[config.mk]
export PLATFORM = sky130hd
export DESIGN_NAME = fp_writeback
export DESIGN_NICKNAME = d
export VERILOG_FILES = /design/src/hdl/fp_format_pkg.sv /design/src/hdl/fp_wb_pkg.sv /design/src/hdl/fp_wb_arbiter.sv /design/src/hdl/fp_normalize.sv /design/src/hdl/fp_round.sv /design/src/hdl/fp_wb_csr.sv /design/src/hdl/fp_writeback.sv
export VERILOG_INCLUDE_DIRS = /design/src /design/src/hdl
export SDC_FILE = /design/constraint.sdc
export NUM_CORES = 1
export LEC_CHECK = 0
export BUFFER_PORTS_ARGS = -buffer_cell sky130_fd_sc_hd__buf_4
export CAP_MARGIN = 10
export CELL_PAD_IN_SITES_DETAIL_PLACEMENT = 1
export CELL_PAD_IN_SITES_GLOBAL_PLACEMENT = 1
export CORE_ASPECT_RATIO = 0.75
export CORE_MARGIN = 4
export CORE_UTILIZATION = 38
export DETAILED_ROUTE_END_ITERATION = 12
export GPL_ROUTABILITY_DRIVEN = 0
export PLACE_DENSITY = 0.81
export SYNTH_ARGS = -nofsm -noshare
export SYNTH_HDL_FRONTEND = slang
export SYNTH_SLANG_ARGS = --single-unit
[constraint.sdc]
create_clock -name clk -period 4.15 [get_ports clk]
set_input_delay 1.245 -clock clk [delete_from_list [all_inputs] [get_ports clk]]
set_output_delay 1.245 -clock clk [all_outputs]
set_load 0.01 [all_outputs]
[src/hdl/fp_wb_defs.svh]
/*
 * Writeback stage constants.
 * Unit count, binary32 field widths and control register addresses.
 */

`ifndef FP_WB_DEFS_SVH
`define FP_WB_DEFS_SVH

// unit request ports on the arbiter
`define FP_NUM_UNITS 4

// binary32 field widths
`define FP_EXPO_WIDTH 8
`define FP_FRAC_WIDTH 23

// control block register map, 1-bit address
`define FP_CSR_FRM    1'b0
`define FP_CSR_FFLAGS 1'b1

`endif

[src/hdl/fp_format_pkg.sv]
/*
 * Floating-point format types.
 * Binary32 field layout, the two-view word union, rounding modes,
 * guard/round/sticky bits and the IEEE-754 exception flags.
 */

`include "fp_wb_defs.svh"

package fp_format_pkg;

    typedef struct packed {
        logic                      sign;
        logic [`FP_EXPO_WIDTH-1:0] expo;
        logic [`FP_FRAC_WIDTH-1:0] frac;
    } fp32_fields_t;

    // raw view for moving, field view for decoding
    typedef union packed {
        logic [`FP_EXPO_WIDTH+`FP_FRAC_WIDTH:0] raw;
        fp32_fields_t                           f;
    } fp32_word_u;

    // encodings follow the RISC-V frm field
    typedef enum logic [2:0] {
        rne = 3'b000,
        rtz = 3'b001,
        rdn = 3'b010,
        rup = 3'b011,
        rmm = 3'b100,
        dyn = 3'b111
    } rounding_mode_t;

    typedef struct packed {
        logic guard;
        logic round;
        logic sticky;
    } grs_t;

    // msb first, same order as fcsr.fflags
    typedef struct packed {
        logic nv;
        logic dz;
        logic of;
        logic uf;
        logic nx;
    } fflags_t;

endpackage

[src/hdl/fp_wb_pkg.sv]
/*
 * Writeback stage packets.
 * Unit offers, the normalize and round pipeline packets, the result
 * port and the host control port.
 */

`include "fp_wb_defs.svh"

package fp_wb_pkg;
    import fp_format_pkg::*;

    // one unit's unrounded result
    typedef struct packed {
        logic [3:0]     id;
        fp32_word_u     data;
        logic           expo_overflow;
        logic           hidden;
        logic           carry;
        logic [4:0]     clz;
        grs_t           grs;
        fflags_t        fflags;
        rounding_mode_t rm;
    } fp_unit_result_t;

    typedef struct packed {
        logic            valid;
        fp_unit_result_t result;
    } fp_norm_packet_t;

    // normalized value plus the precomputed rounding decision
    typedef struct packed {
        logic           valid;
        logic [3:0]     id;
        fp32_word_u     data;
        logic           hidden;
        logic           expo_overflow;
        logic           roundup;
        fp32_word_u     overflow_word;
        fflags_t        fflags;
        rounding_mode_t rm;
    } fp_round_packet_t;

    typedef struct packed {
        logic       valid;
        logic [3:0] id;
        fp32_word_u data;
    } fp_wb_packet_t;

    typedef struct packed {
        logic       valid;
        logic [3:0] id;
        fflags_t    fflags;
    } fp_fflags_wb_t;

    // host port, four-phase req/ack
    typedef struct packed {
        logic       req;
        logic       write;
        logic       addr;
        logic [4:0] wdata;
    } csr_req_t;

    typedef struct packed {
        logic       ack;
        logic [4:0] rdata;
    } csr_rsp_t;

endpackage

[src/hdl/fp_wb_arbiter.sv]
/*
 * Writeback arbiter.
 * Picks the lowest-numbered unit with done high each cycle, acks it
 * combinationally and forwards its result to the normalizer.
 */

`timescale 1ns/1ps
`include "fp_wb_defs.svh"

module fp_wb_arbiter (
    input  logic                       clk,
    input  logic                       rst,
    input  logic [`FP_NUM_UNITS-1:0]   done,
    input  fp_wb_pkg::fp_unit_result_t unit_result [`FP_NUM_UNITS],
    output logic [`FP_NUM_UNITS-1:0]   ack,
    output fp_wb_pkg::fp_norm_packet_t sel_packet
);

    localparam int SEL_W = $clog2(`FP_NUM_UNITS);

    logic [SEL_W-1:0] sel;
    logic             any_done;

    // priority encoder, last hit from the top wins so index 0 is highest
    always_comb begin
        sel = '0;
        for (int i = `FP_NUM_UNITS - 1; i >= 0; i--) begin
            if (done[i]) begin
                sel = SEL_W'(i);
            end
        end
    end

    assign any_done = |done;

    always_comb begin
        ack      = '0;
        ack[sel] = any_done;
    end

    assign sel_packet.valid  = any_done;
    assign sel_packet.result = unit_result[sel];

    //////////////////////////////////////////////////////////////////////
    // assertions

    a_ack_onehot : assert property (
        @(posedge clk) disable iff (rst) $onehot0(ack)
    );

    // units see ack only while offering
    a_ack_done : assert property (
        @(posedge clk) disable iff (rst) (ack & ~done) == '0
    );

endmodule

[src/hdl/fp_normalize.sv]
/*
 * Shared normalizer.
 * Registers the selected result, normalizes it by one right shift or a
 * leading-zero left shift, and precomputes roundup and the overflow word.
 */

`timescale 1ns/1ps
`include "fp_wb_defs.svh"

module fp_normalize (
    input  logic                          clk,
    input  logic                          rst,
    input  fp_wb_pkg::fp_norm_packet_t    sel_packet,
    input  fp_format_pkg::rounding_mode_t frm,
    output fp_wb_pkg::fp_round_packet_t   norm_packet
);
    import fp_format_pkg::*;
    import fp_wb_pkg::*;

    localparam int EW = `FP_EXPO_WIDTH;
    localparam int FW = `FP_FRAC_WIDTH;

    logic             in_valid_r;
    fp_unit_result_t  in_r;
    fp32_fields_t     f_in;
    logic [FW+3:0]    left_vec;
    logic [EW-1:0]    expo_n;
    logic             expo_ovf_n;
    logic [FW-1:0]    frac_n;
    logic             hidden_n;
    grs_t             grs_n;
    rounding_mode_t   rm_eff;
    logic             inexact;
    logic             roundup;
    logic             use_max;
    fp32_word_u       ovf_word;
    fp_round_packet_t out_c;
    logic             out_valid_r;
    fp_round_packet_t out_r;

    //////////////////////////////////////////////////////////////////////
    // input register

    always_ff @(posedge clk) begin
        if (rst) begin
            in_valid_r <= 1'b0;
        end else begin
            in_valid_r <= sel_packet.valid;
        end
    end

    always_ff @(posedge clk) begin
        in_r <= sel_packet.result;
    end

    //////////////////////////////////////////////////////////////////////
    // normalize

    assign f_in     = in_r.data.f;
    assign left_vec = {in_r.hidden, f_in.frac, in_r.grs} << in_r.clz;

    always_comb begin
        if (in_r.carry) begin
            // carry becomes the hidden bit, lost lsb goes to guard
            hidden_n     = in_r.carry;
            frac_n       = {in_r.hidden, f_in.frac[FW-1:1]};
            grs_n.guard  = f_in.frac[0];
            grs_n.round  = in_r.grs.guard;
            grs_n.sticky = in_r.grs.round | in_r.grs.sticky;
            expo_n       = f_in.expo + EW'(1);
            expo_ovf_n   = in_r.expo_overflow | (&f_in.expo);
        end else begin
            hidden_n     = left_vec[FW+3];
            frac_n       = left_vec[FW+2:3];
            grs_n        = left_vec[2:0];
            expo_n       = f_in.expo - EW'(in_r.clz);
            expo_ovf_n   = in_r.expo_overflow;
        end
    end

    //////////////////////////////////////////////////////////////////////
    // rounding decision

    assign rm_eff  = (in_r.rm == dyn) ? frm : in_r.rm;
    assign inexact = |grs_n;

    always_comb begin
        case (rm_eff)
            rne:     roundup = grs_n.guard & (grs_n.round | grs_n.sticky | frac_n[0]);
            rdn:     roundup = f_in.sign & inexact;
            rup:     roundup = ~f_in.sign & inexact;
            rmm:     roundup = grs_n.guard;
            default: roundup = 1'b0;
        endcase
    end

    // largest finite value when the mode rounds toward zero for this sign
    assign use_max = (rm_eff == rtz) | ((rm_eff == rdn) & ~f_in.sign) |
                     ((rm_eff == rup) & f_in.sign);

    always_comb begin
        ovf_word.f.sign = f_in.sign;
        ovf_word.f.expo = use_max ? ~EW'(1) : '1;
        ovf_word.f.frac = use_max ? '1 : '0;
    end

    always_comb begin
        out_c.valid         = in_valid_r;
        out_c.id            = in_r.id;
        out_c.rm            = rm_eff;
        out_c.overflow_word = ovf_word;
        if (in_r.fflags.nv) begin
            // invalid results go out as the unit made them
            out_c.data          = in_r.data;
            out_c.hidden        = in_r.hidden;
            out_c.expo_overflow = 1'b0;
            out_c.roundup       = 1'b0;
            out_c.fflags        = in_r.fflags;
        end else begin
            out_c.data.f.sign   = f_in.sign;
            out_c.data.f.expo   = expo_n;
            out_c.data.f.frac   = frac_n;
            out_c.hidden        = hidden_n;
            out_c.expo_overflow = expo_ovf_n;
            out_c.roundup       = roundup;
            out_c.fflags        = in_r.fflags;
            out_c.fflags.nx     = in_r.fflags.nx | inexact;
        end
    end

    //////////////////////////////////////////////////////////////////////
    // output register

    always_ff @(posedge clk) begin
        if (rst) begin
            out_valid_r <= 1'b0;
        end else begin
            out_valid_r <= out_c.valid;
        end
    end

    always_ff @(posedge clk) begin
        out_r <= out_c;
    end

    always_comb begin
        norm_packet       = out_r;
        norm_packet.valid = out_valid_r;
    end

    // units keep the left shift inside the normal range
    a_clz_range : assert property (
        @(posedge clk) disable iff (rst)
        (in_valid_r && !in_r.carry && !in_r.fflags.nv) |-> (EW'(in_r.clz) < f_in.expo)
    );

endmodule

[src/hdl/fp_round.sv]
/*
 * Shared rounder.
 * Applies roundup to the normalized fraction, handles the fraction
 * carry and exponent overflow, and registers the writeback and flags.
 */

`timescale 1ns/1ps
`include "fp_wb_defs.svh"

module fp_round (
    input  logic                        clk,
    input  logic                        rst,
    input  fp_wb_pkg::fp_round_packet_t norm_packet,
    output fp_wb_pkg::fp_wb_packet_t    wb,
    output fp_wb_pkg::fp_fflags_wb_t    fflags_wb
);
    import fp_format_pkg::*;

    localparam int EW = `FP_EXPO_WIDTH;
    localparam int FW = `FP_FRAC_WIDTH;

    fp32_fields_t  f;
    logic [FW+1:0] sum;
    logic          frac_carry;
    logic          frac_ovf;
    logic [FW-1:0] frac_out;
    logic          expo_carry;
    logic [EW-1:0] expo_out;
    logic          overflow;
    fp32_word_u    data_c;
    fflags_t       flags_c;
    logic          valid_r;
    logic [3:0]    id_r;
    fp32_word_u    data_r;
    fflags_t       flags_r;

    assign f = norm_packet.data.f;

    // the adder carry, used only to cross-check the fast detect
    assign sum        = {1'b0, norm_packet.hidden, f.frac} + (FW+2)'(norm_packet.roundup);
    assign frac_carry = sum[FW+1];

    // all ones plus one, known without waiting on the adder
    assign frac_ovf = &{norm_packet.hidden, f.frac, norm_packet.roundup};

    assign frac_out = frac_ovf ? sum[FW:1] : sum[FW-1:0];

    assign {expo_carry, expo_out} = {1'b0, f.expo} + (EW+1)'(frac_ovf);

    // 255 is reserved for inf/nan
    assign overflow = expo_carry | norm_packet.expo_overflow | (&expo_out);

    always_comb begin
        if (norm_packet.fflags.nv) begin
            data_c  = norm_packet.data;
            flags_c = norm_packet.fflags;
        end else if (overflow) begin
            data_c     = norm_packet.overflow_word;
            flags_c    = norm_packet.fflags;
            flags_c.of = 1'b1;
            flags_c.nx = 1'b1;
        end else begin
            data_c.f.sign = f.sign;
            data_c.f.expo = expo_out;
            data_c.f.frac = frac_out;
            flags_c       = norm_packet.fflags;
        end
    end

    //////////////////////////////////////////////////////////////////////
    // output register

    always_ff @(posedge clk) begin
        if (rst) begin
            valid_r <= 1'b0;
        end else begin
            valid_r <= norm_packet.valid;
        end
    end

    always_ff @(posedge clk) begin
        id_r    <= norm_packet.id;
        data_r  <= data_c;
        flags_r <= flags_c;
    end

    assign wb.valid         = valid_r;
    assign wb.id            = id_r;
    assign wb.data          = data_r;
    assign fflags_wb.valid  = valid_r;
    assign fflags_wb.id     = id_r;
    assign fflags_wb.fflags = flags_r;

    //////////////////////////////////////////////////////////////////////
    // assertions

    a_frac_ovf : assert property (
        @(posedge clk) disable iff (rst) norm_packet.valid |-> (frac_ovf == frac_carry)
    );

    // dyn must be resolved upstream against the control block
    a_rm_resolved : assert property (
        @(posedge clk) disable iff (rst) norm_packet.valid |-> (norm_packet.rm != dyn)
    );

endmodule

[src/hdl/fp_wb_csr.sv]
/*
 * Rounding and flag control block.
 * Holds the dynamic rounding mode and sticky exception flags behind a
 * four-phase req/ack host port.
 */

`timescale 1ns/1ps
`include "fp_wb_defs.svh"

module fp_wb_csr (
    input  logic                          clk,
    input  logic                          rst,
    input  fp_wb_pkg::csr_req_t           csr_req,
    output fp_wb_pkg::csr_rsp_t           csr_rsp,
    input  fp_wb_pkg::fp_fflags_wb_t      fflags_wb,
    output fp_format_pkg::rounding_mode_t frm
);
    import fp_format_pkg::*;

    logic           ack_r;
    logic [4:0]     rdata_r;
    rounding_mode_t frm_r;
    fflags_t        flags_r;
    fflags_t        wb_flags;
    logic           access;
    logic           frm_code_ok;
    logic           frm_write;
    logic           flags_write;

    // one access per request, on the edge before ack rises
    assign access      = csr_req.req & ~ack_r;
    assign frm_code_ok = csr_req.wdata <= 5'(rmm);
    assign frm_write   = access & csr_req.write & (csr_req.addr == `FP_CSR_FRM) & frm_code_ok;
    assign flags_write = access & csr_req.write & (csr_req.addr == `FP_CSR_FFLAGS);

    assign wb_flags = fflags_wb.valid ? fflags_wb.fflags : '0;

    always_ff @(posedge clk) begin
        if (rst) begin
            ack_r   <= 1'b0;
            frm_r   <= rne;
            flags_r <= '0;
        end else begin
            // ack follows req by one cycle in both directions
            ack_r <= csr_req.req;
            if (frm_write) begin
                frm_r <= rounding_mode_t'(csr_req.wdata[2:0]);
            end
            if (flags_write) begin
                flags_r <= fflags_t'(csr_req.wdata) | wb_flags;
            end else begin
                flags_r <= flags_r | wb_flags;
            end
        end
    end

    always_ff @(posedge clk) begin
        if (access) begin
            rdata_r <= (csr_req.addr == `FP_CSR_FFLAGS) ? flags_r : {2'b00, frm_r};
        end
    end

    assign csr_rsp.ack   = ack_r;
    assign csr_rsp.rdata = rdata_r;
    assign frm           = frm_r;

    a_ack_after_req : assert property (
        @(posedge clk) disable iff (rst) $rose(ack_r) |-> $past(csr_req.req)
    );

endmodule

[src/hdl/fp_writeback.sv]
/*
 * Floating-point writeback stage.
 * Arbitrates unit results, then normalizes and rounds them into
 * binary32 writebacks with flags; frm and sticky flags sit alongside.
 */

`timescale 1ns/1ps
`include "fp_wb_defs.svh"

module fp_writeback (
    input  logic                       clk,
    input  logic                       rst,
    input  logic [`FP_NUM_UNITS-1:0]   done,
    input  fp_wb_pkg::fp_unit_result_t unit_result [`FP_NUM_UNITS],
    output logic [`FP_NUM_UNITS-1:0]   ack,
    output fp_wb_pkg::fp_wb_packet_t   wb,
    output fp_wb_pkg::fp_fflags_wb_t   fflags_wb,
    input  fp_wb_pkg::csr_req_t        csr_req,
    output fp_wb_pkg::csr_rsp_t        csr_rsp
);
    import fp_format_pkg::*;
    import fp_wb_pkg::*;

    fp_norm_packet_t  sel_packet;
    fp_round_packet_t norm_packet;
    rounding_mode_t   frm;

    // select, zero cycles
    fp_wb_arbiter u_arbiter (
        .clk         (clk),
        .rst         (rst),
        .done        (done),
        .unit_result (unit_result),
        .ack         (ack),
        .sel_packet  (sel_packet)
    );

    // normalize, one cycle after capture
    fp_normalize u_normalize (
        .clk         (clk),
        .rst         (rst),
        .sel_packet  (sel_packet),
        .frm         (frm),
        .norm_packet (norm_packet)
    );

    // round, one cycle
    fp_round u_round (
        .clk         (clk),
        .rst         (rst),
        .norm_packet (norm_packet),
        .wb          (wb),
        .fflags_wb   (fflags_wb)
    );

    fp_wb_csr u_csr (
        .clk       (clk),
        .rst       (rst),
        .csr_req   (csr_req),
        .csr_rsp   (csr_rsp),
        .fflags_wb (fflags_wb),
        .frm       (frm)
    );

endmodule

# Word level (Yosys, flattened, before mapping)
# Index checks and enable logic that the tools add are counted.
word_totals:
  reg_bits: 189
  latch_bits: 0
  ramBits: 0
  romBits: 0
  inputBits: 234
  out_inout_bits: 57
  mem_count: 0
op_classes:
  addsub: 4
  mul: 0
  n_div: 0
  n_lt_le_gt_ge: 4
  eq_ne: 5
  shifts: 1
  muxes: 28
  bitwise_logic: 26
  reduce_logical: 7
ops:
  columns: ["cell", "count"]
  rows:
  - ["55-bit binary-select mux with 2-bit select", 1]
  - ["55-bit two-way mux", 2]
  - ["23-bit two-way mux", 3]
  - ["32-bit two-way mux", 2]
  - ["34-bit two-way mux", 1]
  - ["27-bit by 5-bit left shift with 27-bit output", 1]
  - ["25-bit AND reduction", 1]
  - ["24-bit by 1-bit adder with 24-bit output", 1]
  - ["8-bit AND reduction", 2]
  - ["3-bit two-way mux", 5]
  - ["5-bit two-way mux", 3]
  - ["1-bit AND", 10]
  - ["5-bit bitwise OR", 2]
  - ["8-bit by 1-bit adder with 9-bit output", 1]
  - ["1-bit bitwise OR", 9]
  - ["8-bit by 1-bit adder with 8-bit output (second input constant)", 1]
  - ["2-bit two-way mux", 4]
  - ["8-bit two-way mux", 1]
  - ["8-bit by 5-bit subtractor with 8-bit output", 1]
  - ["3-bit by 2-bit == test with 1-bit output (second input constant)", 2]
  - ["3-bit == test (second input constant)", 2]
  - ["5-bit by 3-bit less-or-equal comparator with 1-bit output (second input constant)", 1]
  - ["4-bit AND", 1]
  - ["1-bit two-way mux", 4]
  - ["12 further kinds", 14]

# Logic depth before layout (Yosys ltp)
depth:
  depth_word: 9
  mapped_depth: 15
  mapped_depth_nobuf: 12

# Modules after synthesis
# From an unflattened synthesis, not the netlist that was laid out.
unflattened:
  hier_cells: 1036
  hier_area_um2: 9685.5
by_module_without_submodules:
  columns: ["module", "instances", "cells_each", "area_each_um2"]
  rows:
  - ["fp_normalize", 1, 482, 4857.2]
  - ["fp_round", 1, 287, 2446.1]
  - ["fp_wb_arbiter", 1, 214, 1755.4]
  - ["fp_wb_csr", 1, 53, 626.9]

# Worst setup path after synthesis
# OpenSTA, ideal clock, no wires.
synth_timing:
  kind: "register to register"
  from: "register u_normalize.out_r, in the netlist u_normalize.norm_packet[62]"
  to: "register u_round.data_r[6] in the netlist's numbering"
  arrival_ns: 3.174
  required_time_ns: 4.033
  path_slack_ns: 0.859
  path_stages_with_launch: 16
  synth_period_minus_slack_ns: 3.291
  path_cell_list: "dfxtp_1 -> buf_2 -> nand4_1 -> or3_4 -> nor4_1 -> and2_1 -> ha_1 -> xor2_1 -> and4_1 -> nand3_1 -> o211a_1 -> buf_2 -> o21ai_0 -> clkbuf_1 -> o21ai_0 -> a22o_1"
synth_rtl:
  columns: ["element", "line", "source"]
  rows:
  - ["from (decl)", "fp_normalize.sv:39", "fp_round_packet_t out_r;"]
  - ["from (signal assigned)", "fp_normalize.sv:143", "out_r <= out_c;"]
  - ["to (signal assigned)", "fp_round.sv:83", "data_r <= data_c;"]
  - ["to (decl)", "fp_round.sv:34", "fp32_word_u data_r;"]

==> results.ini <==
[critical_path]
slowest_delay_ps = 470
setup.worst_path.end_class = register
path_class = reg2reg
arrival_ps = 4120
crit_path_cell_trace = nand4_1 -> or3_4 -> nor4_2 -> and2_1 -> ha_1 -> and3_1 -> and4_1 -> nand3_1 -> o211ai_1 -> buf_4 -> a21o_2 -> nor2b_1 -> nor3_1
slowest_stage = dfxtp_1
required_ps = 4440
worst_setup_path_start_kind = register
worstPathMaxFanout = 8

[place]
io_buffers = 290
placed_area_um2 = 10840
dp_hpwl_um = 25360
post-place-ws_ps = 314.5

[layout]
area.growth.synth_to_final_pct = 35.24
fin_util_pct = 53.14
drive_gt1_share_pct = 39.19
final_nets = 1344
seqCellArea_um2 = 3234
nFillCells = 2417
final_common_cell = buf_4
multi_input_area_um2 = 4842
stdcell_area_um2 = 11410
final_cell_mix = 305 x buf_4, 153 x dfxtp_1, 71 x nand2_1

[synth]
synth_area_leaders = dfxtp_1 37%, mux4_2 17%, mux2i_1 5.0%
ys_types = 65
synth.cell_area_um2 = 8436
seq_area_frac_synth_pct = 38.33
yosys.area.top_type = dfxtp_1
synth_edf_count = 5
yosys_warnings = 0
syn_area_per_cell_um2 = 10.10
synthCells = 835
synth_top_area_share_pct = 36.55
syn-num-nets = 1082
ys_ff_latch = 159
ys.flop_type = dfxtp_1
synthArstFlopShare_pct = 0

[cts]
post_cts_resized = 0
tritoncts = done
cts_sinks = 159
cts_buffer_depth = 2
cts_root_buf = clkbuf_16
clk_pin_slew_worst_paths_ps = 60
clk_latency_ps = 430
cts-buffers-inserted = 17
post_cts_buffers = 0
htree_levels = 4
cts_hold_buffers = 0

[power_and_ir_drop]
total_power_uw = 4925
power.density_nw_per_um2 = 431.7
peakVddDrop_uv = 313.4
p_leak_uw = 0.004905

[floorplan]
start_util_pct = 39.29
dieHeight_um = 137.0
dieArea_um2 = 24670
io_pins = 291
rows = 46
chipWidth_um = 180.0
core_um2 = 21470

[grt]
grt_max_degree = 41
grt_usage_pct = 25.81
grt_pass1_vias = 8570
antenna_found_initial = 1
grt_busiest_layer = met2
grt_util_met3_pct = 6.722
use_met2_pct = 44.16
grt_overflow = 0
use_met1_pct = 33.11
grt_pass1_wl_um = 49690

[detailed_routing]
avgViaCountPerCell = 5.756
via_count = 8053
firstDrtPassIters = 5
drcViolationCount = 0
wirelength_um = 32230
wl_per_cell_um = 23.04
drtIter0Drc = 668
postRouteAntennaNets = 0

[sta]
skew_ps = 16.04
slew_viol_final = 0
fin_tns_setup_ps = 0
fin_ws_ps = 322.0
final_hold_viol_count = 0
relSlewSlack_pct = 27.06
rsz0062_at_grt = no
worst_slew_pin_slew_ps = 1093
min_period_over_period_pct = 92.24
setup_viol = 0
fmax_mhz = 261.2
period_minus_slack_ps = 3828

[run_status]
status = completed

[run]
maxCapViolations = 0

[worst_hold_path]
min_path_type = reg2reg

path summary, 6_finish.rpt:
| path | startpoint | endpoint | slack, ps | cells after the start |
|---|---|---|---|---|
| setup / recovery | u_normalize.norm_packet[63]$_DFF_P_ | u_round.data_r[7]$_DFF_P_ | 320 | 13 |
| hold / removal | u_normalize.norm_packet[78]$_DFF_P_ | u_round.id_r[3]$_DFF_P_ | 330 | 0 |
| setup reg to reg | u_normalize.norm_packet[63]$_DFF_P_ | u_round.data_r[7]$_DFF_P_ | 320 | 13 |
| hold reg to reg | u_normalize.norm_packet[78]$_DFF_P_ | u_round.id_r[3]$_DFF_P_ | 330 | 0 |
synth_stat cells, types with 7 or more instances:
master	instances
dfxtp_1	154
nand2_1	71
a21oi_1	65
mux4_2	65
nor2_1	62
mux2i_1	42
clkbuf_1	38
o21ai_0	37
inv_1	25
mux2_2	22
nor3_1	19
nand3_1	17
o22a_1	14
a31oi_1	12
ha_1	12
nand4_1	11
nor2b_1	11
and3_1	10
buf_2	10
a211oi_1	9
and2_1	8
xor2_1	8
a41oi_1	7
buf_1	7
buf_4	7
o211ai_1	7
layout make-up:
type                       instances  area share [%]
multi-input combinational        587           42.44
clock inverter                     8          0.7019
clock buffer                      24           4.222
inverter                          26          0.8555
sequential                       159           28.35
tap                              288           3.159
antenna                            1         0.02193
timing repair buffer             306           20.25
registers in the layout (all words and copies together) (netlist names), 3 cells and up:
register,flops
u_csr.rdata_r,5
u_normalize.f_in,32
u_normalize.in_r,23
u_csr.flags_r,5
u_normalize.norm_packet,46
u_round.data_r,32
u_round.id_r,4
u_round.fflags_wb,5
u_csr.frm,3
routing by layer:
metal / vias up / share of wire (%)
met4: 0 / 1.7
met3: 44 / 8.1
met1: 3932 / 41
met2: 401 / 49
li1: 3676 / -
met5: - / 0
power by group:
part | internal (uW) | switching [uW]
Clock | 875 | 616
Combinational | 710 | 666
Sequential | 1790 | 269
metrics by stage:
| stage | cells | hold slack (ps) |
|---|---|---|
| floorplan | 835 | 309.6 |
| global placement | 1366 | 310.5 |
| detailed placement | 1366 | 315.7 |
| CTS | 1398 | 330.6 |
| global route | 1399 | 334.3 |
| finish | 1399 | 330.1 |
worst max-delay path, delay by kind of cell (launching register included):
family	cells	cell delay [ps]
AND/OR/NAND/NOR	9	2310
flip-flops	1	470
AO/OA/AOI/OAI	2	450
adder cells (fa/ha/maj)	1	240
buffers and inverters	1	210
kinds of logic (layout without fill, tap and decap cells):
logic type	after synthesis	count (layout)	share of synthesized area [%]
AND/OR/NAND/NOR	239	239	13.76
other	0	1	0
buffers and inverters	89	364	4.509
AO/OA/AOI/OAI	196	196	15.07
adder cells (fa/ha/maj)	13	13	2.017
flip-flops	159	159	38.33
multiplexers	129	129	25.27
XOR/XNOR	10	10	1.038
No activity file was read; power rests on OpenSTA's default activity.
